`src/common/lcd_pkg.sv`:
```
package lcd_pkg;

	// bus word and configuration widths
	localparam int lcd_bus_w = 10;	// rs, rw, data
	localparam int data_w = 8;
	localparam int bus_rs = 9;
	localparam int bus_rw = 8;
	localparam int cfg_w = 7;

	// display_cfg bit positions
	localparam int cfg_lines = 6;	// two-line mode
	localparam int cfg_font = 5;
	localparam int cfg_disp = 4;	// display on
	localparam int cfg_cursor = 3;
	localparam int cfg_blink = 2;
	localparam int cfg_inc = 1;	// address increment
	localparam int cfg_shift = 0;

	// panel geometry
	localparam int cols = 16;
	localparam int rows = 2;
	localparam int addr_w = 5;
	localparam logic [7:0] line0_base = 8'h80;	// set ddram addr 0x00
	localparam logic [7:0] line1_base = 8'hC0;	// set ddram addr 0x40
	localparam logic [7:0] space_char = 8'h20;

	// instruction codes
	localparam logic [7:0] wake_cmd = 8'h30;
	localparam logic [3:0] fs_op = 4'b0011;	// function set, 8-bit bus
	localparam logic [4:0] onoff_op = 5'b00001;
	localparam logic [7:0] clear_cmd = 8'h01;
	localparam logic [5:0] entry_op = 6'b000001;

	// timing in microseconds
	localparam int powerup_us = 500;
	localparam int pulse_us = 10;
	localparam int cmd_wait_us = 50;
	localparam int clear_wait_us = 200;
	localparam int entry_wait_us = 100;
	localparam int xfer_us = 50;
	localparam int e_lead_us = 1;	// e low before the pulse
	localparam int e_high_us = 13;

endpackage

```
`src/lcd_ctrl/lcd_ctrl.sv`:
```
`timescale 1ns/1ps

module lcd_ctrl #(
	parameter int clk_per_us = 20
) (
	input  logic                          clk,
	input  logic                          rst_n,
	input  logic [lcd_pkg::cfg_w-1:0]     display_cfg,
	input  logic                          lcd_enable,
	input  logic [lcd_pkg::lcd_bus_w-1:0] lcd_word,
	output logic                          busy,
	output logic                          e,
	output logic                          rs,
	output logic                          rw,
	output logic [lcd_pkg::data_w-1:0]    lcd_data
);

	localparam int powerup_cyc = lcd_pkg::powerup_us * clk_per_us;
	localparam int pulse_cyc = lcd_pkg::pulse_us * clk_per_us;
	localparam int xfer_cyc = lcd_pkg::xfer_us * clk_per_us;
	localparam int lead_cyc = lcd_pkg::e_lead_us * clk_per_us;
	localparam int high_cyc = lcd_pkg::e_high_us * clk_per_us;
	localparam int cnt_w = $clog2(powerup_cyc + 1);	// power-up is the longest span
	localparam int init_len = 5;	// wake word plus four config commands

	typedef enum logic [1:0] {
		st_powerup,
		st_init,
		st_ready,
		st_xfer
	} state_t;

	state_t           state;
	logic [cnt_w-1:0] cnt;
	logic [cnt_w-1:0] cnt_nxt;
	logic [2:0]       step;

	// init command for each step with config bits merged into the opcode
	function automatic logic [7:0] init_cmd(
		input logic [2:0]               idx,
		input logic [lcd_pkg::cfg_w-1:0] cfg
	);
		logic [7:0] cmd;
		case (idx)
			3'd0: cmd = lcd_pkg::wake_cmd;
			3'd1: cmd = {lcd_pkg::fs_op, cfg[lcd_pkg::cfg_lines], cfg[lcd_pkg::cfg_font], 2'b00};
			3'd2: cmd = {lcd_pkg::onoff_op, cfg[lcd_pkg::cfg_disp], cfg[lcd_pkg::cfg_cursor],
				cfg[lcd_pkg::cfg_blink]};
			3'd3: cmd = lcd_pkg::clear_cmd;
			default: cmd = {lcd_pkg::entry_op, cfg[lcd_pkg::cfg_inc], cfg[lcd_pkg::cfg_shift]};
		endcase
		return cmd;
	endfunction

	// last count of an init step is the pulse plus that command's execution time
	function automatic logic [cnt_w-1:0] step_last(input logic [2:0] idx);
		int wait_us;
		case (idx)
			3'd3: wait_us = lcd_pkg::clear_wait_us;
			3'd4: wait_us = lcd_pkg::entry_wait_us;
			default: wait_us = lcd_pkg::cmd_wait_us;
		endcase
		return cnt_w'(pulse_cyc + wait_us * clk_per_us - 1);
	endfunction

	assign cnt_nxt = cnt + 1'b1;

	always_ff @(posedge clk) begin
		if (!rst_n) begin
			state <= st_powerup;
			cnt <= '0;
			step <= '0;
			busy <= 1'b1;
			e <= 1'b0;
			rs <= 1'b0;
			rw <= 1'b0;
			lcd_data <= '0;
		end else begin
			case (state)
				st_powerup: begin
					if (cnt == cnt_w'(powerup_cyc - 1)) begin
						state <= st_init;
						cnt <= '0;
						step <= '0;
						e <= 1'b1;	// first pulse starts right away
						lcd_data <= init_cmd(3'd0, display_cfg);
					end else begin
						cnt <= cnt_nxt;
					end
				end
				st_init: begin
					if (cnt == step_last(step)) begin
						cnt <= '0;
						if (step == 3'(init_len - 1)) begin
							state <= st_ready;
							busy <= 1'b0;
							e <= 1'b0;
							lcd_data <= '0;
						end else begin
							step <= step + 3'd1;
							e <= 1'b1;
							lcd_data <= init_cmd(step + 3'd1, display_cfg);
						end
					end else begin
						cnt <= cnt_nxt;
						e <= (cnt_nxt < cnt_w'(pulse_cyc));	// data held through the wait
					end
				end
				st_ready: begin
					if (lcd_enable) begin
						state <= st_xfer;
						busy <= 1'b1;
						cnt <= '0;
						rs <= lcd_word[lcd_pkg::bus_rs];
						rw <= lcd_word[lcd_pkg::bus_rw];
						lcd_data <= lcd_word[lcd_pkg::data_w-1:0];
					end
				end
				st_xfer: begin
					if (cnt == cnt_w'(xfer_cyc - 1)) begin
						state <= st_ready;
						busy <= 1'b0;
						cnt <= '0;
						e <= 1'b0;
						rs <= 1'b0;
						rw <= 1'b0;
						lcd_data <= '0;
					end else begin
						cnt <= cnt_nxt;
						// 1 us setup, 13 us high, low for the remainder
						e <= (cnt_nxt >= cnt_w'(lead_cyc)) &&
							(cnt_nxt < cnt_w'(lead_cyc + high_cyc));
					end
				end
				default: state <= st_powerup;
			endcase
		end
	end

endmodule

```
`src/rtl/lcd_display_top.sv`:
```
`timescale 1ns/1ps

module lcd_display_top #(
	parameter int clk_per_us = 20
) (
	input  logic                       clk,
	input  logic                       rst_n,
	input  logic [lcd_pkg::cfg_w-1:0]  display_cfg,
	input  logic                       buf_wr,
	input  logic [lcd_pkg::addr_w-1:0] buf_addr,
	input  logic [7:0]                 buf_char,
	input  logic                       refresh,
	output logic                       ready,
	output logic                       e,
	output logic                       rs,
	output logic                       rw,
	output logic [lcd_pkg::data_w-1:0] lcd_data
);

	logic [lcd_pkg::addr_w-1:0]    rd_addr;
	logic [7:0]                    rd_char;
	logic                          lcd_enable;
	logic [lcd_pkg::lcd_bus_w-1:0] lcd_word;
	logic                          busy;

	text_buffer u_text_buffer (
		.clk     (clk),
		.wr      (buf_wr),
		.wr_addr (buf_addr),
		.wr_char (buf_char),
		.rd_addr (rd_addr),
		.rd_char (rd_char)
	);

	screen_writer u_screen_writer (
		.clk        (clk),
		.rst_n      (rst_n),
		.refresh    (refresh),
		.busy       (busy),
		.rd_addr    (rd_addr),
		.rd_char    (rd_char),
		.lcd_enable (lcd_enable),
		.lcd_word   (lcd_word),
		.ready      (ready)
	);

	lcd_ctrl #(
		.clk_per_us (clk_per_us)
	) u_lcd_ctrl (
		.clk         (clk),
		.rst_n       (rst_n),
		.display_cfg (display_cfg),
		.lcd_enable  (lcd_enable),
		.lcd_word    (lcd_word),
		.busy        (busy),
		.e           (e),
		.rs          (rs),
		.rw          (rw),
		.lcd_data    (lcd_data)
	);

endmodule

```
`src/rtl/screen_writer.sv`:
```
`timescale 1ns/1ps

module screen_writer (
	input  logic                          clk,
	input  logic                          rst_n,
	input  logic                          refresh,
	input  logic                          busy,
	output logic [lcd_pkg::addr_w-1:0]    rd_addr,
	input  logic [7:0]                    rd_char,
	output logic                          lcd_enable,
	output logic [lcd_pkg::lcd_bus_w-1:0] lcd_word,
	output logic                          ready
);

	localparam int line1_step = lcd_pkg::cols + 1;	// second address command
	localparam int last_step = 2 * (lcd_pkg::cols + 1) - 1;
	localparam int step_w = $clog2(last_step + 1);

	typedef enum logic [2:0] {
		st_idle,
		st_fetch,
		st_issue,
		st_wait_hi,
		st_wait_lo
	} state_t;

	state_t            state;
	logic [step_w-1:0] step;
	logic [step_w-1:0] char_idx;
	logic              addr_step;
	logic              init_done;

	assign addr_step = (step == '0) || (step == step_w'(line1_step));

	// skip one address slot per line
	assign char_idx = (step < step_w'(line1_step)) ? step - step_w'(1) : step - step_w'(2);
	assign rd_addr = char_idx[lcd_pkg::addr_w-1:0];

	always_comb begin
		if (addr_step) begin
			lcd_word = {1'b0, 1'b0, (step == '0) ? lcd_pkg::line0_base : lcd_pkg::line1_base};
		end else begin
			lcd_word = {1'b1, 1'b0, rd_char};	// data write
		end
	end

	assign lcd_enable = (state == st_issue) && !busy;
	assign ready = init_done && (state == st_idle);

	always_ff @(posedge clk) begin
		if (!rst_n) begin
			state <= st_idle;
			step <= '0;
			init_done <= 1'b0;
		end else begin
			if (!busy) begin
				init_done <= 1'b1;	// controller finished its init
			end
			case (state)
				st_idle: begin
					if (refresh && init_done) begin
						step <= '0;
						state <= st_fetch;
					end
				end
				st_fetch: state <= st_issue;	// rd_char valid next cycle
				st_issue: begin
					if (!busy) begin
						state <= st_wait_hi;
					end
				end
				st_wait_hi: begin
					if (busy) begin
						state <= st_wait_lo;
					end
				end
				st_wait_lo: begin
					if (!busy) begin
						if (step == step_w'(last_step)) begin
							state <= st_idle;
						end else begin
							step <= step + 1'b1;
							state <= st_fetch;
						end
					end
				end
				default: state <= st_idle;
			endcase
		end
	end

endmodule

```
`src/rtl/text_buffer.sv`:
```
`timescale 1ns/1ps

module text_buffer (
	input  logic                       clk,
	input  logic                       wr,
	input  logic [lcd_pkg::addr_w-1:0] wr_addr,
	input  logic [7:0]                 wr_char,
	input  logic [lcd_pkg::addr_w-1:0] rd_addr,
	output logic [7:0]                 rd_char
);

	localparam int depth = lcd_pkg::rows * lcd_pkg::cols;

	logic [7:0] mem [depth];	// line 0 at 0..15, line 1 at 16..31

	// powers up as a blank screen
	initial begin
		for (int i = 0; i < depth; i++) begin
			mem[i] = lcd_pkg::space_char;
		end
	end

	always_ff @(posedge clk) begin
		if (wr) begin
			mem[wr_addr] <= wr_char;	// host writes always land
		end
	end

	// one cycle of read latency
	always_ff @(posedge clk) begin
		rd_char <= mem[rd_addr];
	end

endmodule

```
`config.mk`:
```
export PLATFORM = sky130hd
export DESIGN_NAME = lcd_display_top
export DESIGN_NICKNAME = d
export VERILOG_FILES = /design/src/common/lcd_pkg.sv /design/src/lcd_ctrl/lcd_ctrl.sv /design/src/rtl/lcd_display_top.sv /design/src/rtl/screen_writer.sv /design/src/rtl/text_buffer.sv
export SDC_FILE = /design/constraint.sdc
export NUM_CORES = 1
export LEC_CHECK = 0
export CORE_UTILIZATION = 49
export DETAILED_ROUTE_END_ITERATION = 12
export DONT_BUFFER_PORTS = 1
export GPL_TIMING_DRIVEN = 0
export SLEW_MARGIN = 30
export SYNTH_ARGS = -nofsm -noshare
export SYNTH_HDL_FRONTEND = slang
export SYNTH_SLANG_ARGS = --single-unit
export TNS_END_PERCENT = 1
```
`constraint.sdc`:
```
create_clock -name clk -period 3.4 [get_ports clk]
set_input_delay 0.17 -clock clk [delete_from_list [all_inputs] [get_ports clk]]
set_output_delay 0.17 -clock clk [all_outputs]
set_load 0.05 [all_outputs]
```
==> impl_metrics.csv <==
group,metric,value,unit
sta,clock_skew,0.0254,ns
clocking,cts.path.max_buffers,3,
worst_setup_path,max_stage_delay,0.40,ns
worst_hold_path,worstHoldStart,"display_cfg[1]",
floorplanning,fp.dieArea,0.0308,mm^2
worst_setup_path,cp_cell_sequence,"buf_8 -> clkinvlp_4 -> ha_1 -> o21ba_1 -> a211oi_4 -> buf_6 -> buf_12 -> buf_8 -> mux2i_4 -> o22ai_1 -> nor3_1 -> nor4_2 -> and4_1",
synthesis,async_flop_share,0,%
cells_and_area,fin_area,0.0171,mm^2
worst_setup_path,cp_max_fo,10,
worst_setup_path,end_kind,"register",
worst_hold_path,min_path_type,"primary input to register",
clocking,cts_max_level,2,
routing,met1Wirelength,17600,um
cells_and_area,fin_nets,1267,
floorplanning,die_width,175,um
sta,finalHoldViolations,0,
worst_setup_path,cpMostUsedCell,"buf_8",
floorplanning,core_area,0.0296,mm^2
synthesis,synth_top_area_share,52.2,%
worst_setup_path,cp-startpoint,"u_screen_writer.step[1]",
synthesis,syn_nets,1204,
floorplanning,num_rows,63,
cells_and_area,drive_gt1_share,17.6,%
floorplanning,ioPinCount,36,
worst_setup_path,crit-reg2reg-launch,"u_screen_writer.step[1]",
routing,vias,10300,
sta,slew_viol_final,0,
floorplanning,die_h,175,um
sta,post-route-period-util,99.3,%
sta,layout_min_cycle_time,3.38,ns
synthesis,syn_inst,1162,
routing,antenna_left,0,
synthesis,ys_seq_area_share,58.7,%
synthesis,synthTopCellsByArea,"edfxtp_1 (52%), mux2i_1 (9.0%), dfxtp_1 (6.5%), o22ai_1 (3.8%), mux4_2 (2.4%)",
global_routing,grt_max_degree,33,
synthesis,synth_top_area_cell,"edfxtp_1",
synthesis,syn_area,0.0147,mm^2
routing,viasPerCell,6.26,
pwr,power_density,466,mW/mm^2
place,place_hpwl,27300,um
worst_setup_path,criticalPathCategory,"register to register",
routing,wirelength,40600,um
cells_and_area,syn_to_final_growth,15.8,%
routing,wl_per_cell,24.8,um
worst_setup_path,start_kind,"register",
cells_and_area,fillers,2438,
global_routing,grt_pass1_wl,59700,um
clocking,clock-sinks,304,
synthesis,synth_area_per_cell,12.7,um^2
clocking,clkTransAtPathRegs,0.06,ns
clocking,cts_tree,"yes",
pwr,p_leak,0.00526,uW
routing,drc,0,
run,cap_violations,0,
clocking,clock_latency,0.53,ns
synthesis,synthFlopType,"edfxtp_1",
routing,drtPass1Iterations,5,
sta,clock.fmax,296,MHz
sta,fin_tns_setup,0,ns
place,portBuffers,0,
floorplanning,start_util,49.7,%
synthesis,ys_warn_count,0,
global_routing,overflow,0,
routing,top_layer,"met4",
global_routing,grt_use_total,26.1,%
routing,drt-initial-drc-count,972,
synthesis,synth_edf_count,256,
clocking,cts-buffers-inserted,35,
sta,relSlewSlack,37.6,%
routing,wl_met3,2540,um
place,place_congestion,0.932,
worst_setup_path,required,3.79,ns
pwr,vdd_ir_drop_max,0.000333,V
global_routing,grt_pass1_vias,9904,
run_status,status,"finished, final reports clean",
routing,wl_met2,19500,um
sta,tightest_slew,0.933,ns
clocking,cts-root-buf,"clkbuf_16",
worst_setup_path,crit_slowest_cell,"dfxtp_4",
synthesis,synthDistinctLibCells,69,
cells_and_area,antenna_cells,0,
sta,setup_viol,0,
synthesis,synth-seq-cells,304,
place,place_area,0.0152,mm^2
global_routing,antenna_found_initial,0,
worst_setup_path,worstPathArrival,3.76,ns
-- logic make-up (layout without fill, tap and decap cells) --
kind of cell | Yosys count | count (layout) | synth area share (%)
flip-flops | 304 | 304 | 58.7
AND/OR/NAND/NOR | 325 | 325 | 12.1
other | 1 | 1 | 0.0254
buffers and inverters | 97 | 184 | 3.09
multiplexers | 166 | 166 | 12.8
adder cells (fa/ha/maj) | 18 | 18 | 1.53
XOR/XNOR | 11 | 11 | 0.654
AO/OA/AOI/OAI | 240 | 240 | 11.2
-- critical path: cells and delay by family (launching register included) --
family | cells | cell delay, ns
simple gates | 3 | 0.74
fa+ha+maj | 1 | 0.32
flops | 1 | 0.40
mux | 1 | 0.33
compound gates | 3 | 0.58
buf+inv | 5 | 0.87
-- state kept, by name, summed over array words and instances, names as in the netlist --
signal and flops:
u_screen_writer.init_done 1, u_screen_writer.state 3, u_lcd_ctrl.cnt 14, u_text_buffer.mem 256
u_lcd_ctrl.state 2, u_lcd_ctrl.lcd_data 8, u_text_buffer.rd_char 8, u_lcd_ctrl.e 1
u_lcd_ctrl.busy 1, u_lcd_ctrl.step 3, u_screen_writer.step 6, u_lcd_ctrl.rs 1
-- repair_timing --
item / 4_1_cts / 5_1_grt
hold buffers: 19 / 0
resized for setup: 50 / 55
endpoints found under the setup margin: 9 / 16
pin swaps: 3 / 10
buffers inserted: 1 / 9
hold endpoints to repair: 268 / 0
-- layout make-up --
class                      count  area (um^2)  share of cell area [%]
clock inverter                12         96.3                   0.565
buffer                        78          453                    2.65
multi-input combinational    761         5990                    35.1
clock buffer                  49          960                    5.62
tap                          390          488                    2.86
timing repair buffer          30          365                    2.14
inverter                      15         60.1                   0.352
sequential                   304         8650                    50.7
-- power breakdown --
part	switching, uW	total, uW	internal [uW]
registers	54.0	4150	4090
logic	196	299	102
clock network	1460	3510	2050
-- placed cells by master, fill, tap and decap left out, drive strengths merged, types with 4 or more instances in the layout --
cell type and instances:
mux4 16, a21o 4, xnor2 7, inv 16, or3b 4, o31ai 9, o32ai 16, nand3b 6
nor2 76, edfxtp 256, xor2 4, and4 10, mux2 17, a31oi 7, nand3 14, a21oi 19
clkinv 9, and3 14, ha 18, nor4 10, buf 50, o22ai 89, dfxtp 48, mux2i 133
or3 5, a211oi 41, clkbuf 96, a22oi 9, nand2b 24, nand4 8, dlygate4sd3 11, nand2 41
o21ai 17, nor4b 5, and2 5, nor3 59, o21a 4, nor2b 37
-- cells in the mapped netlist (15+ instances only) --
master    number
mux4_2        16
nand2b_1      24
nor2b_1       37
buf_2         19
dfxtp_1       48
o22ai_1       89
inv_1         15
a21oi_1       18
nor2_1        76
nor3_1        50
mux2_2        17
o32ai_1       16
ha_1          18
edfxtp_1     256
mux2i_1      133
clkbuf_1      49
a211oi_1      40
nand2_1       41
-- metal layers --
metal / track usage, % / up-vias
met3: 4.13 / 65
met2: 42.5 / 398
met5: 0 / -
met1: 36.2 / 5092
met4: 7.46 / 0
li1: - / 4700
-- per-stage QoR --
stage	setup WS [ns]	utilization (%)	power [uW]	hold WS, ns	std cells
2_1_floorplan	0.282	-	4360	0.269	1162
3_3_place_gp	-1.49	51.4	4420	0.271	1552
3_5_place_dp	-1.52	51.4	4420	0.271	1553
4_1_cts	-0.000558	56.6	7990	0.00237	1631
5_1_grt	-0.0468	57.6	8180	0.0224	1639
6_report	0.0224	57.6	7950	0.00595	1639
-- final timing paths --
kind	slack (ns)	end	cells after the start
worst max register to register	0.02	u_text_buffer.rd_char[0]	13
worst min register to register	0.50	u_screen_writer.init_done	2
worst max-delay path	0.02	u_text_buffer.rd_char[0]	13
worst min-delay path	0.006	u_lcd_ctrl.lcd_data[1]	4
Power figures use the tool's default switching activity.
